===== src/include/relay_macros.svh =====
`ifndef RELAY_MACROS_SVH
`define RELAY_MACROS_SVH

// one destination queue per ToR
`define RELAY_QUEUE_NUM      8

// ToRs on each OCS
`define RELAY_TOR_NUM        8

// slots in one OCS cycle
`define RELAY_SLOT_NUM       2

// byte counts
`define RELAY_SIZE_W         32

// buffer budget per queue for one slot
`define RELAY_SLOT_MAX_BYTES 32'h0004_0000

`endif


===== src/hw/relay_pkg.sv =====
`include "relay_macros.svh"

package relay_pkg;

    // byte count
    typedef logic [`RELAY_SIZE_W-1:0] size_t;

    // node index on an OCS
    typedef logic [$clog2(`RELAY_TOR_NUM)-1:0] tor_id_t;

    // slot index within the OCS cycle
    typedef logic [$clog2(`RELAY_SLOT_NUM)-1:0] slot_id_t;

    // one byte count per destination queue
    // entry q sits at bits [q*RELAY_SIZE_W +: RELAY_SIZE_W]
    typedef size_t [`RELAY_QUEUE_NUM-1:0] size_vec_t;

endpackage


===== src/hw/slot_snapshot.sv =====
`timescale 1ns/1ns

module slot_snapshot (
    input  logic                 i_clk,
    input  logic                 i_rst,
    input  logic                 i_slot_start,
    input  relay_pkg::slot_id_t  i_slot_id,
    input  logic                 i_queue_ack,
    input  relay_pkg::size_vec_t i_local_size,
    input  relay_pkg::size_vec_t i_unlocal_size,
    output logic                 o_queue_req,
    output logic                 o_snap_valid,
    output relay_pkg::slot_id_t  o_snap_slot_id,
    output relay_pkg::size_vec_t o_snap_local,
    output relay_pkg::size_vec_t o_snap_unlocal
);

    import relay_pkg::*;

    slot_id_t slot_id_q;
    logic     start_pend;
    logic     launch;
    logic     ack_meta;
    logic     ack_sync;
    logic     ack_sync_d;
    logic     ack_rise;

    ////////////////////////////////////////////////////////////////////////////
    // ack from the queue manager domain
    ////////////////////////////////////////////////////////////////////////////

    always_ff @(posedge i_clk or posedge i_rst) begin
        if (i_rst) begin
            ack_meta   <= 1'b0;
            ack_sync   <= 1'b0;
            ack_sync_d <= 1'b0;
        end else begin
            ack_meta   <= i_queue_ack;
            ack_sync   <= ack_meta;
            ack_sync_d <= ack_sync;
        end
    end

    assign ack_rise = ack_sync & ~ack_sync_d;

    // old ack must be gone before the next request
    assign launch = start_pend & ~ack_sync & ~o_queue_req;

    always_ff @(posedge i_clk or posedge i_rst) begin
        if (i_rst) begin
            start_pend   <= 1'b0;
            o_queue_req  <= 1'b0;
            o_snap_valid <= 1'b0;
        end else begin
            if (i_slot_start) begin
                start_pend <= 1'b1;
            end else if (launch) begin
                start_pend <= 1'b0;
            end
            if (ack_rise) begin
                o_queue_req <= 1'b0;
            end else if (launch) begin
                o_queue_req <= 1'b1;
            end
            o_snap_valid <= ack_rise;
        end
    end

    always_ff @(posedge i_clk) begin
        if (i_slot_start) begin
            slot_id_q <= i_slot_id;
        end
        // sizes are stable while the ack is up
        if (ack_rise) begin
            o_snap_slot_id <= slot_id_q;
            o_snap_local   <= i_local_size;
            o_snap_unlocal <= i_unlocal_size;
        end
    end

endmodule


===== src/hw/next_hop_lookup.sv =====
`timescale 1ns/1ns

`include "relay_macros.svh"

module next_hop_lookup #(
    parameter relay_pkg::tor_id_t my_tor_id = '0
) (
    input  logic                i_clk,
    input  logic                i_rst,
    input  logic                i_snap_valid,
    input  relay_pkg::slot_id_t i_snap_slot_id,
    output logic                o_hop_valid,
    output relay_pkg::tor_id_t  o_hop_ocs0,
    output relay_pkg::tor_id_t  o_hop_ocs1
);

    import relay_pkg::*;

    tor_id_t  even_route [`RELAY_SLOT_NUM];
    tor_id_t  odd_route  [`RELAY_SLOT_NUM];
    slot_id_t next_slot;

    // this node's row of the round-robin tables
    // ocs0 steps forward by 1+2s, ocs1 steps back by the same amount
    for (genvar s = 0; s < `RELAY_SLOT_NUM; s++) begin : g_route
        assign even_route[s] = tor_id_t'((int'(my_tor_id) + 1 + 2 * s) % `RELAY_TOR_NUM);
        assign odd_route[s]  = tor_id_t'((int'(my_tor_id) + 2 * `RELAY_TOR_NUM - 1 - 2 * s)
                                         % `RELAY_TOR_NUM);
    end

    assign next_slot = (i_snap_slot_id == slot_id_t'(`RELAY_SLOT_NUM - 1)) ?
                       '0 : i_snap_slot_id + 1'b1;

    always_ff @(posedge i_clk or posedge i_rst) begin
        if (i_rst) begin
            o_hop_valid <= 1'b0;
            o_hop_ocs0  <= '0;
            o_hop_ocs1  <= '0;
        end else begin
            o_hop_valid <= i_snap_valid;
            if (i_snap_valid) begin
                o_hop_ocs0 <= even_route[next_slot];
                o_hop_ocs1 <= odd_route[next_slot];
            end
        end
    end

endmodule


===== src/hw/offer_arbiter.sv =====
`timescale 1ns/1ns

module offer_arbiter (
    input  logic                 i_clk,
    input  logic                 i_rst,
    input  logic                 i_offer_valid_0,
    input  logic                 i_offer_valid_1,
    input  relay_pkg::size_vec_t i_offer_0,
    input  relay_pkg::size_vec_t i_offer_1,
    input  relay_pkg::size_t     i_offer_cap_0,
    input  relay_pkg::size_t     i_offer_cap_1,
    input  logic                 i_alloc_done,
    output logic                 o_grant_valid,
    output logic                 o_grant_port,
    output relay_pkg::size_vec_t o_grant_offer,
    output relay_pkg::size_t     o_grant_cap
);

    import relay_pkg::*;

    logic [1:0] offer_valid;
    size_vec_t  offer_in [2];
    size_t      cap_in   [2];
    size_vec_t  offer_q  [2];
    size_t      cap_q    [2];
    logic [1:0] pend;
    logic [1:0] grant;
    logic       wait_alloc;
    logic       can_grant;

    assign offer_valid = {i_offer_valid_1, i_offer_valid_0};
    assign offer_in[0] = i_offer_0;
    assign offer_in[1] = i_offer_1;
    assign cap_in[0]   = i_offer_cap_0;
    assign cap_in[1]   = i_offer_cap_1;

    // allocator result frees the slot in the same cycle
    assign can_grant = ~wait_alloc | i_alloc_done;

    // port 0 first on a tie
    assign grant[0] = can_grant & pend[0];
    assign grant[1] = can_grant & pend[1] & ~pend[0];

    always_ff @(posedge i_clk) begin
        for (int p = 0; p < 2; p++) begin
            if (offer_valid[p]) begin
                offer_q[p] <= offer_in[p];
                cap_q[p]   <= cap_in[p];
            end
        end
        if (|grant) begin
            o_grant_offer <= offer_q[grant[1]];
            o_grant_cap   <= cap_q[grant[1]];
        end
    end

    always_ff @(posedge i_clk or posedge i_rst) begin
        if (i_rst) begin
            pend          <= '0;
            wait_alloc    <= 1'b0;
            o_grant_valid <= 1'b0;
            o_grant_port  <= 1'b0;
        end else begin
            pend          <= offer_valid | (pend & ~grant);
            o_grant_valid <= |grant;
            if (|grant) begin
                wait_alloc   <= 1'b1;
                o_grant_port <= grant[1];
            end else if (i_alloc_done) begin
                wait_alloc <= 1'b0;
            end
        end
    end

endmodule


===== src/hw/relay_allocator.sv =====
`timescale 1ns/1ns

`include "relay_macros.svh"

module relay_allocator (
    input  logic                 i_clk,
    input  logic                 i_rst,
    input  logic                 i_snap_valid,
    input  relay_pkg::size_vec_t i_snap_local,
    input  relay_pkg::size_vec_t i_snap_unlocal,
    input  relay_pkg::tor_id_t   i_hop_ocs0,
    input  relay_pkg::tor_id_t   i_hop_ocs1,
    input  logic                 i_grant_valid,
    input  logic                 i_grant_port,
    input  relay_pkg::size_vec_t i_grant_offer,
    input  relay_pkg::size_t     i_grant_cap,
    output logic [1:0]           o_relay_valid,
    output relay_pkg::size_vec_t o_relay,
    output logic                 o_alloc_done
);

    import relay_pkg::*;

    size_t     avail [`RELAY_QUEUE_NUM];
    tor_id_t   prim;
    tor_id_t   sec;
    size_t     prim_amt;
    size_t     sec_amt;
    size_vec_t relay_d;

    logic      s1_valid;
    logic      s1_port;
    tor_id_t   s1_prim;
    tor_id_t   s1_sec;
    size_t     s1_prim_amt;
    size_t     s1_rem;
    size_t     s1_sec_offer;

    function automatic size_t min3(input size_t a, input size_t b, input size_t c);
        size_t m;
        m = (a < b) ? a : b;
        return (m < c) ? m : c;
    endfunction

    ////////////////////////////////////////////////////////////////////////////
    // stage 1 primary neighbour
    ////////////////////////////////////////////////////////////////////////////

    // port 0 faces ocs0, port 1 faces ocs1
    assign prim     = i_grant_port ? i_hop_ocs1 : i_hop_ocs0;
    assign sec      = i_grant_port ? i_hop_ocs0 : i_hop_ocs1;
    assign prim_amt = min3(i_grant_offer[prim], i_grant_cap, avail[prim]);

    always_ff @(posedge i_clk or posedge i_rst) begin
        if (i_rst) begin
            s1_valid <= 1'b0;
            s1_port  <= 1'b0;
        end else begin
            s1_valid <= i_grant_valid;
            if (i_grant_valid) begin
                s1_port <= i_grant_port;
            end
        end
    end

    always_ff @(posedge i_clk) begin
        if (i_grant_valid) begin
            s1_prim      <= prim;
            s1_sec       <= sec;
            s1_prim_amt  <= prim_amt;
            s1_rem       <= i_grant_cap - prim_amt;
            s1_sec_offer <= i_grant_offer[sec];
        end
    end

    ////////////////////////////////////////////////////////////////////////////
    // stage 2 secondary neighbour and result
    ////////////////////////////////////////////////////////////////////////////

    assign sec_amt = min3(s1_sec_offer, s1_rem, avail[s1_sec]);

    always_comb begin
        relay_d          = '0;
        relay_d[s1_prim] = s1_prim_amt;
        relay_d[s1_sec]  = sec_amt;
    end

    always_ff @(posedge i_clk or posedge i_rst) begin
        if (i_rst) begin
            o_relay_valid <= '0;
            o_relay       <= '0;
            o_alloc_done  <= 1'b0;
        end else begin
            o_relay_valid <= {s1_valid & s1_port, s1_valid & ~s1_port};
            o_alloc_done  <= s1_valid;
            if (s1_valid) begin
                o_relay <= relay_d;
            end
        end
    end

    // spare buffer per queue charged with every result
    always_ff @(posedge i_clk or posedge i_rst) begin
        if (i_rst) begin
            for (int q = 0; q < `RELAY_QUEUE_NUM; q++) begin
                avail[q] <= '0;
            end
        end else if (i_snap_valid) begin
            for (int q = 0; q < `RELAY_QUEUE_NUM; q++) begin
                avail[q] <= size_t'(`RELAY_SLOT_MAX_BYTES) - i_snap_local[q] - i_snap_unlocal[q];
            end
        end else if (s1_valid) begin
            for (int q = 0; q < `RELAY_QUEUE_NUM; q++) begin
                avail[q] <= avail[q] - relay_d[q];
            end
        end
    end

endmodule


===== src/hw/relay_sched_top.sv =====
`timescale 1ns/1ns

module relay_sched_top #(
    parameter relay_pkg::tor_id_t my_tor_id = '0
) (
    input  logic                 i_clk,
    input  logic                 i_rst,
    input  logic                 i_slot_start,
    input  relay_pkg::slot_id_t  i_slot_id,
    output logic                 o_queue_req,
    input  logic                 i_queue_ack,
    input  relay_pkg::size_vec_t i_local_size,
    input  relay_pkg::size_vec_t i_unlocal_size,
    input  logic                 i_offer_valid_0,
    input  relay_pkg::size_vec_t i_offer_0,
    input  relay_pkg::size_t     i_offer_cap_0,
    input  logic                 i_offer_valid_1,
    input  relay_pkg::size_vec_t i_offer_1,
    input  relay_pkg::size_t     i_offer_cap_1,
    output logic [1:0]           o_relay_valid,
    output relay_pkg::size_vec_t o_relay
);

    import relay_pkg::*;

    logic      snap_valid;
    slot_id_t  snap_slot_id;
    size_vec_t snap_local;
    size_vec_t snap_unlocal;

    tor_id_t   hop_ocs0;
    tor_id_t   hop_ocs1;

    logic      grant_valid;
    logic      grant_port;
    size_vec_t grant_offer;
    size_t     grant_cap;
    logic      alloc_done;

    slot_snapshot u_snapshot (
        .i_clk          (i_clk),
        .i_rst          (i_rst),
        .i_slot_start   (i_slot_start),
        .i_slot_id      (i_slot_id),
        .i_queue_ack    (i_queue_ack),
        .i_local_size   (i_local_size),
        .i_unlocal_size (i_unlocal_size),
        .o_queue_req    (o_queue_req),
        .o_snap_valid   (snap_valid),
        .o_snap_slot_id (snap_slot_id),
        .o_snap_local   (snap_local),
        .o_snap_unlocal (snap_unlocal)
    );

    next_hop_lookup #(
        .my_tor_id (my_tor_id)
    ) u_hop (
        .i_clk          (i_clk),
        .i_rst          (i_rst),
        .i_snap_valid   (snap_valid),
        .i_snap_slot_id (snap_slot_id),
        .o_hop_valid    (),
        .o_hop_ocs0     (hop_ocs0),
        .o_hop_ocs1     (hop_ocs1)
    );

    offer_arbiter u_arb (
        .i_clk           (i_clk),
        .i_rst           (i_rst),
        .i_offer_valid_0 (i_offer_valid_0),
        .i_offer_valid_1 (i_offer_valid_1),
        .i_offer_0       (i_offer_0),
        .i_offer_1       (i_offer_1),
        .i_offer_cap_0   (i_offer_cap_0),
        .i_offer_cap_1   (i_offer_cap_1),
        .i_alloc_done    (alloc_done),
        .o_grant_valid   (grant_valid),
        .o_grant_port    (grant_port),
        .o_grant_offer   (grant_offer),
        .o_grant_cap     (grant_cap)
    );

    relay_allocator u_alloc (
        .i_clk          (i_clk),
        .i_rst          (i_rst),
        .i_snap_valid   (snap_valid),
        .i_snap_local   (snap_local),
        .i_snap_unlocal (snap_unlocal),
        .i_hop_ocs0     (hop_ocs0),
        .i_hop_ocs1     (hop_ocs1),
        .i_grant_valid  (grant_valid),
        .i_grant_port   (grant_port),
        .i_grant_offer  (grant_offer),
        .i_grant_cap    (grant_cap),
        .o_relay_valid  (o_relay_valid),
        .o_relay        (o_relay),
        .o_alloc_done   (alloc_done)
    );

endmodule


===== config.mk =====
export PLATFORM = sky130hd
export DESIGN_NAME = relay_sched_top
export DESIGN_NICKNAME = d
export VERILOG_FILES = /design/src/hw/relay_pkg.sv /design/src/hw/slot_snapshot.sv /design/src/hw/next_hop_lookup.sv /design/src/hw/offer_arbiter.sv /design/src/hw/relay_allocator.sv /design/src/hw/relay_sched_top.sv
export VERILOG_INCLUDE_DIRS = /design/src /design/src/include
export SDC_FILE = /design/constraint.sdc
export NUM_CORES = 2
export LEC_CHECK = 0
export ABC_AREA = 1
export BUFFER_PORTS_ARGS = -buffer_cell sky130_fd_sc_hd__buf_2
export CAP_MARGIN = 15
export CORE_AREA = 2 2 533 535
export DETAILED_ROUTE_END_ITERATION = 10
export DIE_AREA = 0 0 535 537
export SLEW_MARGIN = 20
export SYNTH_ARGS = -nofsm -noshare
export SYNTH_HDL_FRONTEND = slang
export SYNTH_SLANG_ARGS = --single-unit

===== constraint.sdc =====
create_clock -name i_clk -period 62.7 [get_ports i_clk]
set_input_delay 3.135 -clock i_clk [delete_from_list [all_inputs] [get_ports i_clk]]
set_output_delay 3.135 -clock i_clk [all_outputs]
set_load 0.02 [all_outputs]

Word-level counts from Yosys, hierarchy flattened
Memory sizes are Yosys's and may differ from the RTL's. A register that Yosys moved wholly into a read port is not among the register bits.
Cells that the tools add are included.
Widths: inputs -> output; s select.
{"block": "word_totals", "ff_bits": 1150, "ram_bits": 576, "in_bits": 1095, "output_inout_bits": 259, "memories": 2}
{"block": "classes", "n_addsub": 26, "order_cmp": 13, "muxes": 40, "n_bitwise": 22, "reduce_logical": 7}
{"name": "u_arb.offer_q", "depth": 2, "width": 256, "read_ports": 1, "rd_clocked_by_memory_dff": 1, "write_ports": 2, "line": "offer_arbiter.sv:24", "rtl": "size_vec_t offer_q [2];"}
{"name": "u_arb.cap_q", "depth": 2, "width": 32, "read_ports": 1, "rd_clocked_by_memory_dff": 1, "write_ports": 2, "line": "offer_arbiter.sv:25", "rtl": "size_t cap_q [2];"}
{"cell": "$sub 32x32->32", "count": 17}
{"cell": "$mux 256", "count": 2}
{"cell": "$bmux 32 s3", "count": 4}
{"cell": "$mux 32", "count": 12}
{"cell": "$and 256x256->256", "count": 1}
{"cell": "$bwmux 256", "count": 1}
{"cell": "$sub 19x32->32 const A", "count": 8}
{"cell": "$demux 32 s3", "count": 2}
{"cell": "$lt 32x32->1", "count": 4}
{"cell": "$mux 3", "count": 6}
{"cell": "$lt 3x4->1 const B", "count": 4}
{"cell": "$mux 1", "count": 11}
{"cell": "$and 1x1->1", "count": 8}
{"cell": "$ge 4x4->1 const B", "count": 2}
{"cell": "$not 3->4", "count": 2}
{"cell": "$reduce_bool 2->1", "count": 4}
{"cell": "$ge 3x1->1 const B", "count": 2}
{"cell": "$not 1->1", "count": 6}
{"cell": "$mux 2", "count": 2}
{"cell": "$and 2x2->2", "count": 1}
{"cell": "$ge 2x2->1 const B", "count": 1}
{"cell": "$logic_and 1x1->1", "count": 2}
{"cell": "$not 1->2", "count": 1}
{"cell": "$not 2->2", "count": 1}
{"cell": "4 further kinds", "count": 4}

Depth between registers and ports, before layout
{"block": "logic_depth", "ltp_word": 10, "ltp_mapped": 62}

Hierarchy
Synthesis repeated with hierarchy kept, for this count alone.
{"block": "hier_totals", "cells_unflattened": 11575, "area_unflattened_um2": 110569.8}
{"mod": "relay_allocator", "instances": 1, "cells_each": 9181, "area_each_um2": 64556.9, "seq_area_each_um2": 16000.3}
{"mod": "offer_arbiter", "instances": 1, "cells_each": 1845, "area_each_um2": 30219.0, "seq_area_each_um2": 26070.0}
{"mod": "slot_snapshot", "instances": 1, "cells_each": 531, "area_each_um2": 15627.5, "seq_area_each_um2": 15584.9}
{"mod": "next_hop_lookup", "instances": 1, "cells_each": 18, "area_each_um2": 166.4, "seq_area_each_um2": 100.1}

Least setup slack after synthesis
Ideal clock, no wire load.
{"block": "synth_timing", "kind": "register to register", "from": "register u_snapshot.ack_sync", "to": "register u_snapshot.o_snap_valid", "setup_time_ns": 2.372, "arrival_ns": 21.937, "path_slack_ns": 38.392, "path_stages_with_launch": 3, "synth_period_minus_slack_ns": 24.308, "cell_sequence": "dfrtp_1 > inv_1 > nor2_1"}
{"block": "synth_between", "elab_chain_cells": 1}
{"item": "start, declared", "line": "slot_snapshot.sv:24", "rtl": "logic ack_sync;"}
{"item": "start signal, assigned", "line": "slot_snapshot.sv:39", "rtl": "ack_sync <= ack_meta;"}
{"item": "$and 1x1->1", "line": "slot_snapshot.sv:44", "rtl": "assign ack_rise = ack_sync & ~ack_sync_d;"}
{"item": "named net u_snapshot.ack_rise", "line": "slot_snapshot.sv:26", "rtl": "logic ack_rise;"}
{"item": "end signal, assigned", "line": "slot_snapshot.sv:65", "rtl": "o_snap_valid <= ack_rise;"}
{"item": "end, declared", "line": "slot_snapshot.sv:12", "rtl": "output logic o_snap_valid,"}
The timed path passes the listed nets, and every way through them passes these cells.
A chain may end at the register's enable or synchronous reset.

==> results.json <==
{
  "power_frac_comb_pct": 35.8,
  "max-clock-path-buffers": 4,
  "finalCriticalPeriod_ps": 10870,
  "critPathArrivalTime_ps": 11700,
  "clkSinkCount": 2010,
  "place.gp.congestion": 1.02,
  "totalNegativeSetupSlack_ps": 0,
  "ir_drop_uv": 27.4,
  "htree_num_levels": 4,
  "hold_viol_final": 0,
  "num_rows": 195,
  "wire_per_inst_um": 26.1,
  "synth.most_common_cell": "sky130_fd_sc_hd__nand2_1",
  "power.share.sequential_pct": 36.4,
  "rsz0062_at_grt": "no",
  "first_global_vias": 83900,
  "cp_slowest_cell": "sky130_fd_sc_hd__o21ai_1",
  "proportion_of_total_power_due_to_net_switching_pct": 39.5,
  "fmax_mhz": 92.0,
  "setup_slack_ps": 51830,
  "post_drt_via_cell_ratio": 5.31,
  "wire_length_of_the_first_global_routing_pass_mm": 597,
  "die_w_um": 535,
  "crit_type": "flop to flop",
  "worst_ep_required_time_ps": 63530,
  "finalCritPeriodShare_pct": 17.3,
  "synth.ff_latch_count": 2010,
  "cellInternalPower_mw": 3.06,
  "async_reset_ff_share_pct": 26.4,
  "critical-path-top-delay-family": "compound AO/OA/AOI/OAI gates",
  "cts-buffers-inserted": 233,
  "startpoint_type": "flop",
  "io_pins": 1354,
  "worst_setup_hold_path_clk_slew_ps": 60,
  "synth_largest_type_area_fraction_pct": 40.9,
  "core_area_mm2": 0.281,
  "critical_path.max_fanout": 48,
  "post-synth-top-area-cell": "sky130_fd_sc_hd__edfxtp_1",
  "pre_cts_ws_ps": 52180,
  "synth_edf_count": 1479,
  "cts_tree": "done",
  "crit_path_end_kind": "flop",
  "initial_core_utilization_pct": 38.6,
  "worst-path-buf-inv": 11,
  "syn-cell-area_mm2": 0.109,
  "startpoint_of_the_most_critical_hold_path": "u_snapshot.ack_meta",
  "die_area_mm2": 0.287,
  "yosys-top-cells-area": "sky130_fd_sc_hd__edfxtp_1 41%, sky130_fd_sc_hd__dfrtp_1 12%, sky130_fd_sc_hd__ha_1 10%",
  "yosysUniqueCellTypes": 59,
  "grt_antenna_before_repair": 118,
  "area_growth_pct": 17.3,
  "critical-path-top-cell-by-count": "sky130_fd_sc_hd__nand2_1",
  "yosysSeqAreaShare_pct": 53.1,
  "dominantRegCellSynth": "sky130_fd_sc_hd__edfxtp_1",
  "route.final.wire_length_mm": 430,
  "total_switching_power_mw": 1.99,
  "clock_tree.root_cell": "sky130_fd_sc_hd__clkbuf_16",
  "synth.cells.most_frequent": "2817 x sky130_fd_sc_hd__nand2_1, 1479 x sky130_fd_sc_hd__edfxtp_1, 1333 x sky130_fd_sc_hd__inv_1, 870 x sky130_fd_sc_hd__ha_1, 768 x sky130_fd_sc_hd__a21oi_1",
  "worst_skew_pair.late_latency_ps": 960,
  "setup_viol_count_final": 0,
  "globalRoute.totalOverflow": 0,
  "postRouteAntennaNets": 0,
  "worstSetupStartpoint": "u_alloc.s1_sec[2]",
  "final_layout_size_suffix_gt1_share_pct": 15.5,
  "cts_resized": 0,
  "power_density_mw_per_mm2": 39.7,
  "grt_usage_pct": 29.0,
  "detailedRoute.firstPassIterationCount": 9,
  "drv_cap": 0,
  "r2r-start": "u_alloc.s1_sec[2]",
  "port-buffer-count": 1353,
  "result_of_the_run": "finished, final reports clean",
  "post-cts-setup-buffer-count": 0,
  "clock_power_share_pct": 27.8,
  "timing.critical_path.slowest_cell_delay_ps": 810,
  "post_cts_hold_buffer_count": 0,
  "synthesis.instances": 11200,
  "die_height_um": 537,
  "hold_path_class": "flop to flop",
  "num_vias": 87600,
  "design_power_total_mw": 5.05,
  "dp.final_hpwl_mm": 334,
  "finalClockSkew_ps": 53.1,
  "final-max-slew-violation-count": 0,
  "route.detailed.drc": 0,
  "drt_iter0_drc": 8633,
  "power_leakage_nw": 58.7,
  "ys.warnings.count": 0,
  "slew_headroom_pct": 0.554,
  "fin_nets": 14500,
  "syn_area_per_cell_um2": 9.66,
  "grt_start_max_net_pins": 228,
  "mappedNetlistNets": 13200,
  "worstMarginPinSlew_ps": 1490
}
-- power groups by stage --
| stage | Clock, mW | Combinational (mW) | Sequential (mW) |
|---|---|---|---|
| after floorplan | 0 | 1.13 | 1.81 |
| after global placement | 0 | 1.77 | 1.85 |
| after detailed placement | 0 | 1.78 | 1.85 |
| after CTS | 1.43 | 1.79 | 1.83 |
| after global routing | 1.48 | 1.99 | 1.85 |
| final | 1.40 | 1.81 | 1.84 |
-- cells by family (layout without fill, tap and decap cells) --
family | after synthesis | after routing | synth area share [%]
and+or+nand+nor | 3793 | 3793 | 14.1
AOI/OAI and AO/OA | 2292 | 2292 | 12.2
DFF | 2010 | 2010 | 53.1
buffers and inverters | 1772 | 3242 | 6.20
adders and majority gates | 887 | 887 | 10.3
xor gates and xnor gates | 343 | 343 | 2.77
muxes | 139 | 139 | 1.28
other | 0 | 41 | 0
-- metrics by stage --
stage                     util, %  hold slack, ps  instances  instance area [um^2]
after floorplan                 -             331      11200                109000
after global placement       42.4             347      16000                119000
after detailed placement     42.4             342      16000                119000
after CTS                    45.2             362      16400                127000
after global routing         45.2             364      16500                127000
final                        45.3             360      16500                127000
-- cell type report --
type / instances / area [um^2]
Fill cell: 27000 / 154000
Sequential cell: 2010 / 57700
Multi-Input combinational cell: 7454 / 44200
Timing Repair Buffer: 1455 / 7670
Clock buffer: 294 / 6260
Inverter: 1352 / 5110
Tap cell: 3743 / 4680
Clock inverter: 141 / 1510
Antenna cell: 41 / 103
-- registers in the layout, summed over array words and instances, names as in the netlist, 2 cells and up --
| name | cells |
|---|---|
| u_alloc.s1_prim | 2 |
| u_alloc.s1_sec_offer | 32 |
| u_alloc.o_relay | 256 |
| u_alloc.s1_prim_amt | 32 |
| u_alloc.o_relay_valid | 2 |
| u_arb.o_grant_cap | 32 |
| u_arb.cap_q | 64 |
| u_arb.offer_q | 512 |
| u_alloc.s1_rem | 32 |
| u_alloc.avail | 256 |
| u_arb.o_grant_offer | 256 |
| u_snapshot.o_snap_local | 256 |
| u_alloc.s1_sec | 3 |
| u_snapshot.o_snap_unlocal | 256 |
| u_hop.o_hop_ocs1 | 2 |
| u_arb.pend | 2 |
-- routing by layer --
metal / track usage, % / share of wire (%) / vias up / wire, um
met2: 47.5 / 46 / 3898 / 199000
met3: 6.36 / 8.8 / 853 / 37600
li1: - / - / 41400 / -
met1: 36.0 / 39 / 41400 / 168000
met4: 14.9 / 5.9 / 52 / 25200
met5: 0 / 0.095 / - / 409
-- final timing paths --
kind	to	slack, ps	depth (start not counted)
setup / recovery	u_alloc.avail[255]	51830	49
hold reg to reg	u_snapshot.ack_sync	360	0
min in group asynchronous	u_alloc.o_relay[201]	2260	2
setup reg to reg	u_alloc.avail[255]	51830	49
hold / removal	u_snapshot.ack_sync	360	0
max in group asynchronous	u_arb.o_grant_valid	57940	4
-- worst reg2reg max path, delay by kind of cell, from the launching register on --
kind / cells / cell delay, ps
fa+ha+maj: 2 / 650
flops: 1 / 420
compound gates: 14 / 3990
xor+xnor: 1 / 200
buf+inv: 11 / 2910
simple gates: 21 / 2580
-- cells in the final DEF (no fill, tap or decap), drive strengths merged, types with 93 or more instances in the layout --
cell	instances
nand2	2844
edfxtp	1479
buf	1455
inv	1358
ha	870
a21oi	769
o21ai	668
dfrtp	531
nor2	413
o22ai	406
nand3	338
clkbuf	294
xor2	201
a31oi	158
xnor2	142
mux2i	139
clkinv	93
Note: power is estimated with default switching activity, not from simulation.
